===== config.mk =====
export PLATFORM = sky130hd
export DESIGN_NAME = tx_responder
export DESIGN_NICKNAME = d
export VERILOG_FILES = /design/src/hw/tx_resp_pkg.sv /design/src/hw/fc_ack_trigger.sv /design/src/hw/resp_msg_fifo.sv /design/src/hw/context_pkt_gen.sv /design/src/hw/tx_responder.sv
export SDC_FILE = /design/constraint.sdc
export NUM_CORES = 2
export LEC_CHECK = 0
export BUFFER_PORTS_ARGS = -buffer_cell sky130_fd_sc_hd__buf_2
export CAP_MARGIN = 40
export CORE_ASPECT_RATIO = 0.8
export CORE_UTILIZATION = 55
export DETAILED_ROUTE_END_ITERATION = 10
export PLACE_DENSITY = 0.72
export SLEW_MARGIN = 20
export SYNTH_ARGS = -nofsm -noshare
export SYNTH_HDL_FRONTEND = slang
export SYNTH_SLANG_ARGS = --single-unit

===== constraint.sdc =====
create_clock -name clk -period 4.4 [get_ports clk]
set_input_delay 0.88 -clock clk [delete_from_list [all_inputs] [get_ports clk]]
set_output_delay 0.88 -clock clk [all_outputs]
set_load 0.005 [all_outputs]

===== src/hw/tx_resp_pkg.sv =====
//######################################
// Transmit responder shared types,
// settings addresses and sizes.
//######################################
`default_nettype none

package tx_resp_pkg;

   // Message class, top two bits of pkt_type.
   typedef enum logic [1:0] {
      MSG_FC  = 2'b01,   // Flow control or end-of-burst ack.
      MSG_ERR = 2'b11
   } resp_msg_e;

   // One pending response.
   typedef struct packed {
      logic [3:0]  pkt_type;   // {class, has_time, eob}.
      logic [31:0] sid;        // Halves already swapped.
      logic [63:0] body;
   } resp_msg_t;

   // Strobe settings bus.
   typedef struct packed {
      logic        stb;
      logic [7:0]  addr;
      logic [31:0] data;
   } set_bus_t;

   // Flow control settings registers.
   localparam logic [7:0] SR_FC_CYCS_ADDR = 8'd0;
   localparam logic [7:0] SR_FC_PKTS_ADDR = 8'd1;

   localparam int SR_THR_W = 31;   // Threshold field, enable above it.

   // Response queue.
   localparam int MSG_FIFO_DEPTH = 16;
   localparam int MSG_PTR_W      = $clog2(MSG_FIFO_DEPTH);

   localparam int USE_TIME_DEFAULT = 1;

   // Bytes per context packet word.
   localparam int CTX_HDR_BYTES = 8;

endpackage

`default_nettype wire


===== src/hw/fc_ack_trigger.sv =====
//######################################
// Flow control ack trigger. Counts
// packets and cycles against settings.
//######################################
`timescale 1ns/1ps
`default_nettype none

module fc_ack_trigger (
   input  logic                  clk,
   input  logic                  i_rst_n,
   input  tx_resp_pkg::set_bus_t i_set,
   input  logic                  i_packet_consumed,
   output logic                  o_trigger
);
   import tx_resp_pkg::*;

   logic                cycs_en;
   logic [SR_THR_W-1:0] cycs_thr;
   logic                pkts_en;
   logic [SR_THR_W-1:0] pkts_thr;

   logic [SR_THR_W-1:0] pkt_cnt;
   logic [SR_THR_W-1:0] cyc_cnt;
   logic                pkt_seen;

   logic [SR_THR_W-1:0] pkt_cnt_nxt;
   logic [SR_THR_W-1:0] cyc_cnt_nxt;
   logic                active;
   logic                fire_pkts;
   logic                fire_cycs;
   logic                fire;

   always_ff @(posedge clk)
   begin
      if (!i_rst_n)
      begin
         cycs_en  <= 1'b0;
         cycs_thr <= '0;
         pkts_en  <= 1'b0;
         pkts_thr <= '0;
      end
      else if (i_set.stb)
      begin
         if (i_set.addr == SR_FC_CYCS_ADDR)
         begin
            cycs_en  <= i_set.data[31];
            cycs_thr <= i_set.data[SR_THR_W-1:0];
         end
         if (i_set.addr == SR_FC_PKTS_ADDR)
         begin
            pkts_en  <= i_set.data[31];
            pkts_thr <= i_set.data[SR_THR_W-1:0];
         end
      end
   end

   // Cycles count only once a packet has gone by.
   assign active      = pkt_seen | i_packet_consumed;
   assign pkt_cnt_nxt = pkt_cnt + SR_THR_W'(i_packet_consumed);
   assign cyc_cnt_nxt = cyc_cnt + SR_THR_W'(active);

   assign fire_pkts = pkts_en & i_packet_consumed & (pkt_cnt_nxt >= pkts_thr);
   assign fire_cycs = cycs_en & active & (cyc_cnt_nxt >= cycs_thr);
   assign fire      = fire_pkts | fire_cycs;

   always_ff @(posedge clk)
   begin
      if (!i_rst_n || fire)
      begin
         pkt_cnt  <= '0;
         cyc_cnt  <= '0;
         pkt_seen <= 1'b0;
      end
      else
      begin
         pkt_cnt  <= pkt_cnt_nxt;
         cyc_cnt  <= cyc_cnt_nxt;
         pkt_seen <= active;
      end
   end

   always_ff @(posedge clk)
   begin
      if (!i_rst_n)
         o_trigger <= 1'b0;
      else
         o_trigger <= fire;
   end

   a_trig_pulse: assert property (@(posedge clk) disable iff (!i_rst_n)
      o_trigger |=> !o_trigger);

endmodule

`default_nettype wire


===== src/hw/resp_msg_fifo.sv =====
//######################################
// Queue of pending response messages.
//######################################
`timescale 1ns/1ps
`default_nettype none

module resp_msg_fifo (
   input  logic                   clk,
   input  logic                   i_rst_n,
   input  tx_resp_pkg::resp_msg_t i_msg,
   input  logic                   i_push,
   output tx_resp_pkg::resp_msg_t o_msg,
   output logic                   o_valid,
   input  logic                   i_pop
);
   import tx_resp_pkg::*;

   resp_msg_t            mem [MSG_FIFO_DEPTH];
   logic [MSG_PTR_W-1:0] wr_ptr;
   logic [MSG_PTR_W-1:0] rd_ptr;
   logic [MSG_PTR_W:0]   count;
   logic                 full;
   logic                 wr_en;
   logic                 rd_en;

   assign full    = (count == (MSG_PTR_W + 1)'(MSG_FIFO_DEPTH));
   assign o_valid = (count != '0);
   assign o_msg   = mem[rd_ptr];   // Head, read straight from storage.
   assign wr_en   = i_push & ~full;
   assign rd_en   = i_pop & o_valid;

   always_ff @(posedge clk)
   begin
      if (wr_en)
         mem[wr_ptr] <= i_msg;
   end

   always_ff @(posedge clk)
   begin
      if (!i_rst_n)
      begin
         wr_ptr <= '0;
         rd_ptr <= '0;
         count  <= '0;
      end
      else
      begin
         if (wr_en)
            wr_ptr <= wr_ptr + 1'b1;   // Depth is a power of two.
         if (rd_en)
            rd_ptr <= rd_ptr + 1'b1;
         if (wr_en && !rd_en)
            count <= count + 1'b1;
         else if (rd_en && !wr_en)
            count <= count - 1'b1;
      end
   end

   // Events arriving on a full queue would be lost.
   a_no_overflow: assert property (@(posedge clk) disable iff (!i_rst_n)
      !(i_push && full));

   a_no_underflow: assert property (@(posedge clk) disable iff (!i_rst_n)
      !(i_pop && !o_valid));

endmodule

`default_nettype wire


===== src/hw/context_pkt_gen.sv =====
//######################################
// Context packet generator. Header,
// optional time and body on AXI-Stream.
//######################################
`timescale 1ns/1ps
`default_nettype none

module context_pkt_gen #(
   parameter int USE_TIME = tx_resp_pkg::USE_TIME_DEFAULT
) (
   input  logic                   clk,
   input  logic                   i_rst_n,
   input  tx_resp_pkg::resp_msg_t i_msg,
   input  logic                   i_valid,
   output logic                   o_done,
   input  logic [63:0]            i_vita_time,
   output logic [63:0]            o_tdata,
   output logic                   o_tlast,
   output logic                   o_tvalid,
   input  logic                   i_tready
);
   import tx_resp_pkg::*;

   typedef enum logic [1:0] {
      ST_IDLE,
      ST_HDR,
      ST_TIME,
      ST_BODY
   } state_e;

   localparam int          NUM_WORDS = (USE_TIME != 0) ? 3 : 2;
   localparam logic [15:0] PKT_LEN   = 16'(NUM_WORDS * CTX_HDR_BYTES);

   state_e      state;
   logic [11:0] seq_q;    // Reply sequence number.
   logic [63:0] time_q;
   logic        xfer;

   assign o_tvalid = (state != ST_IDLE);
   assign o_tlast  = (state == ST_BODY);
   assign xfer     = o_tvalid & i_tready;
   assign o_done   = xfer & o_tlast;   // Pops the queue head.

   always_comb
   begin
      case (state)
         ST_TIME: o_tdata = time_q;
         ST_BODY: o_tdata = i_msg.body;
         default: o_tdata = {i_msg.pkt_type, seq_q, PKT_LEN, i_msg.sid};
      endcase
   end

   always_ff @(posedge clk)
   begin
      if (!i_rst_n)
         state <= ST_IDLE;
      else
      begin
         case (state)
            ST_IDLE:
               if (i_valid)
                  state <= ST_HDR;
            ST_HDR:
               if (i_tready)
                  state <= (USE_TIME != 0) ? ST_TIME : ST_BODY;
            ST_TIME:
               if (i_tready)
                  state <= ST_BODY;
            default:
               if (i_tready)
                  state <= ST_IDLE;
         endcase
      end
   end

   // Time as seen when the header goes out.
   always_ff @(posedge clk)
   begin
      if (xfer && state == ST_HDR)
         time_q <= i_vita_time;
   end

   always_ff @(posedge clk)
   begin
      if (!i_rst_n)
         seq_q <= '0;
      else if (o_done)
         seq_q <= seq_q + 1'b1;   // Wraps at 12 bits.
   end

   a_stall_stable: assert property (@(posedge clk) disable iff (!i_rst_n)
      (o_tvalid && !i_tready) |=> (o_tvalid && $stable(o_tdata) && $stable(o_tlast)));

endmodule

`default_nettype wire


===== src/hw/tx_responder.sv =====
//######################################
// Transmit responder top. Builds ack and
// error messages, queues and sends them.
//######################################
`timescale 1ns/1ps
`default_nettype none

module tx_responder #(
   parameter int USE_TIME = tx_resp_pkg::USE_TIME_DEFAULT
) (
   input  logic                  clk,
   input  logic                  i_rst_n,
   input  tx_resp_pkg::set_bus_t i_set,
   input  logic                  i_ack,
   input  logic                  i_error,
   input  logic                  i_packet_consumed,
   input  logic [11:0]           i_seqnum,
   input  logic [63:0]           i_error_code,
   input  logic [31:0]           i_sid,
   input  logic [63:0]           i_vita_time,
   output logic [63:0]           o_tdata,
   output logic                  o_tlast,
   output logic                  o_tvalid,
   input  logic                  i_tready
);
   import tx_resp_pkg::*;

   logic [31:0] seq_ext;    // Extended sequence number.
   logic        fc_trigger;
   logic        eob;
   logic        has_time;
   logic        push;
   resp_msg_e   msg_class;
   resp_msg_t   push_msg;
   resp_msg_t   head_msg;
   logic        head_valid;
   logic        head_done;

   // Low bits follow the input, upper bits count wraps.
   always_ff @(posedge clk)
   begin
      if (!i_rst_n)
         seq_ext <= '0;
      else if (i_packet_consumed)
      begin
         if (seq_ext[11:0] == 12'hFFF)
            seq_ext[31:12] <= seq_ext[31:12] + 1'b1;
         seq_ext[11:0] <= i_seqnum;
      end
   end

   assign eob       = i_ack | i_error;
   assign has_time  = (USE_TIME != 0);
   assign msg_class = i_error ? MSG_ERR : MSG_FC;
   assign push      = eob | fc_trigger;   // Coincident events make one message.

   always_comb
   begin
      push_msg.pkt_type = {msg_class, has_time, eob};
      push_msg.sid      = {i_sid[15:0], i_sid[31:16]};
      push_msg.body     = eob ? i_error_code : {32'd0, seq_ext};
   end

   fc_ack_trigger u_trig (
      .clk               (clk),
      .i_rst_n           (i_rst_n),
      .i_set             (i_set),
      .i_packet_consumed (i_packet_consumed),
      .o_trigger         (fc_trigger)
   );

   resp_msg_fifo u_queue (
      .clk     (clk),
      .i_rst_n (i_rst_n),
      .i_msg   (push_msg),
      .i_push  (push),
      .o_msg   (head_msg),
      .o_valid (head_valid),
      .i_pop   (head_done)
   );

   context_pkt_gen #(.USE_TIME(USE_TIME)) u_gen (
      .clk         (clk),
      .i_rst_n     (i_rst_n),
      .i_msg       (head_msg),
      .i_valid     (head_valid),
      .o_done      (head_done),
      .i_vita_time (i_vita_time),
      .o_tdata     (o_tdata),
      .o_tlast     (o_tlast),
      .o_tvalid    (o_tvalid),
      .i_tready    (i_tready)
   );

endmodule

`default_nettype wire


==> results.json <==
{
  "wl_per_cell_um": 28.8,
  "place_congestion": 0.858,
  "fmax_ghz": 0.234,
  "ys_ff_latch": 1823,
  "ys_dominant_reg_cell": "edfxtp_1",
  "numCtsBuffers": 172,
  "synth_area_mm2": 0.0720,
  "fin_area_mm2": 0.0824,
  "vias_per_cell": 6.22,
  "io_buffers": 284,
  "first_pass_iters": 6,
  "final_common_cell": "edfxtp_1",
  "synthDistinctLibCells": 55,
  "fill_cells": 8817,
  "stdcell_count": 6011,
  "die_h_um": 326,
  "clockBufferDepth": 3,
  "switching_share_pct": 23.8,
  "ioPinCount": 285,
  "cp-start-kind": "flop",
  "drive_gt1_share_pct": 28.6,
  "grt_overflow": 0,
  "synth_top_area_cell": "edfxtp_1",
  "ir_worst_vdd_mv": 0.449,
  "grt_pass1_wl_um": 252000,
  "grt_usage_pct": 26.4,
  "crit_fanout": 18,
  "max_slew_margin_pct": 44.2,
  "grt_pass1_vias": 37200,
  "yosys-top-cells-area": "edfxtp_1, mux4_2, dfxtp_1, nand2_1, ha_1",
  "arrival_ps": 3400,
  "synth_top_cell_area_share_pct": 68.1,
  "slew_violations": 0,
  "syn-instance-count": 3695,
  "rows": 118,
  "hold_violations": 0,
  "start_util_pct": 55.5,
  "hpwlAfterDp_um": 101000,
  "htree_levels": 4,
  "switchingPower_mw": 9.31,
  "clkTransAtPathRegs_ps": 60,
  "die_area_mm2": 0.132,
  "synth.net_count": 3996,
  "outcome": "completed",
  "async_reset_ff_share_pct": 0,
  "worst_ep_required_time_ps": 3520,
  "path_delay_family": "multiplexers",
  "synth-warning-count": 0,
  "core_mm2": 0.130,
  "grt_max_degree": 80,
  "fin_ws_ps": 118,
  "cp_num_buf_inv": 4,
  "clockPowerShare_pct": 37.4,
  "syn_area_per_cell_um2": 19.5,
  "critPathCaptureType": "primary output",
  "cp_slowest_stage_delay_ps": 530,
  "vias": 37400,
  "areaGrowthSynthToFinish_pct": 14.5,
  "ant_nets": 0,
  "dp_slack_ps": -22.2,
  "cp_common_cell": "buf_12",
  "final_cell_mix": "edfxtp_1, mux4_2, buf_2",
  "placedCellCount": 5677,
  "nNetsFinal": 4419,
  "drc_errors": 0,
  "clkSinkCount": 1823,
  "holdWs_ps": 245,
  "power_frac_comb_pct": 10.8,
  "p_seq_share_pct": 51.7,
  "power_density_mw_per_mm2": 475,
  "p_int_mw": 29.9,
  "fin_util_pct": 63.6,
  "cts_root_buf": "clkbuf_16",
  "die_x_um": 407,
  "p_leak_nw": 26.6,
  "min_path_type": "in -> reg",
  "antenna_found_initial": 23,
  "tritoncts": "done",
  "max_cap_violations": 0,
  "path_class": "reg -> out",
  "period_share_pct": 97.3,
  "slowest_stage": "mux4_2",
  "worstMarginPinSlew_ps": 837,
  "crit_chain": "buf_12 > buf_12 > buf_12 > mux4_2 > mux4_2 > a22oi_1 > nand2_1 > buf_2",
  "finalWirelength_um": 173000,
  "setup_viol": 0,
  "initialDrtViolationCount": 4616,
  "synth-edff-count": 1632,
  "rsz0062_at_grt": "no",
  "worst_skew_pair.late_latency_ps": 810,
  "fin_crit_ps": 4280,
  "skew_ps": 38.9,
  "yosysSeqAreaShare_pct": 73.4,
  "dpl_cell_area_mm2": 0.0767
}
final timing paths:
check                           start                  end  slack [ps]  cells past startpoint
setup / recovery                 flop          o_tdata[19]         120                      8
hold / removal         i_vita_time[8]      u_gen.time_q[8]         250                      1
setup reg to reg      u_trig.pkt_seen   u_trig.pkt_cnt[27]         630                     17
hold reg to reg   u_trig.pkts_thr[14]  u_trig.pkts_thr[14]         460                      2
routing by layer:
| layer | wire length (µm) | vias up | GRT usage (%) |
|---|---|---|---|
| met4 | 3910 | 12 | 8.17 |
| met2 | 83300 | 1822 | 41.0 |
| met3 | 14500 | 267 | 4.61 |
| met1 | 71200 | 19600 | 38.7 |
| li1 | - | 15700 | - |
| met5 | 79 | - | 0 |
cell usage after synthesis, types with 32 or more instances:
cell      number
xor2_1        46
xnor2_1       48
inv_1         79
a21oi_1      100
nor3b_1       61
edfxtp_1    1632
mux2_2        33
nand3_1       37
o211ai_1      34
ha_1          81
nand2_1      275
mux4_2       456
nand4_1       32
nor2_1        87
and2_1        54
mux2_1        33
mux2i_1       50
clkbuf_1     115
dfxtp_1      191
a22oi_1       46
final cells by class:
type / count / area, µm² / share of cell area (%)
Antenna cell: 8 / 20.0 / 0.0243
Clock buffer: 229 / 4740 / 5.75
Clock inverter: 90 / 842 / 1.02
Inverter: 81 / 309 / 0.375
Multi-Input combinational cell: 1599 / 18000 / 21.9
Sequential cell: 1823 / 52800 / 64.1
Tap cell: 1740 / 2180 / 2.64
Timing Repair Buffer: 441 / 3460 / 4.20
flip-flops by register name, summed over array words and instances, names as in the netlist, named ones only:
| name | cells |
|---|---|
| u_trig.pkt_cnt | 31 |
| u_trig.o_trigger | 1 |
| u_trig.pkts_thr | 31 |
| u_queue.wr_ptr | 4 |
| u_trig.cyc_cnt | 31 |
| u_gen.state | 2 |
| seq_ext | 32 |
| u_queue.mem | 1568 |
| u_queue.rd_ptr | 4 |
| u_queue.count | 5 |
| u_trig.pkt_seen | 1 |
| u_trig.cycs_en | 1 |
| u_gen.seq_q | 12 |
| u_trig.pkts_en | 1 |
| u_gen.time_q | 64 |
| u_trig.cycs_thr | 31 |
power by group through the flow:
stage / sequential (mW) / combinational, mW / clock [mW]
2_1_floorplan: 20.6 / 2.20 / 0
3_3_place_gp: 20.6 / 4.16 / 0
3_5_place_dp: 20.6 / 4.23 / 0
4_1_cts: 20.3 / 4.27 / 14.9
5_1_grt: 20.3 / 4.50 / 15.5
6_report: 20.3 / 4.24 / 14.7
cell families after synthesis:
kind of cell,after synthesis,synth area share [%]
flip-flops,1823,73.4
AND/OR/NAND/NOR,617,4.23
multiplexers,572,16.0
buffers and inverters,273,1.74
AO/OA/AOI/OAI,234,2.08
XOR/XNOR,94,1.14
adder cells (fa/ha/maj),82,1.44
per-stage QoR:
stage	total power [mW]	TNS, ps
detailed placement	24.9	-36.3
global placement	24.7	0
global route	40.4	0
CTS	39.4	0
finish	39.2	0
floorplan	22.8	0
worst reg2reg max path: cells and delay by family, from the launching register on:
| kind | cells | cell delay (ps) |
|---|---|---|
| simple gates | 6 | 1220 |
| flops | 1 | 310 |
| compound gates | 5 | 930 |
| buf+inv | 2 | 340 |
| fa+ha+maj | 3 | 720 |
| xor+xnor | 1 | 140 |
timing repair:
action                                  CTS  global route
pin swaps                                 0             1
buffers inserted                          5             1
endpoints found under the setup margin   47             4
hold buffers                              0             0
gates cloned                              0             1
resized for setup                         6             2
No activity file was read; power rests on OpenSTA's default activity.
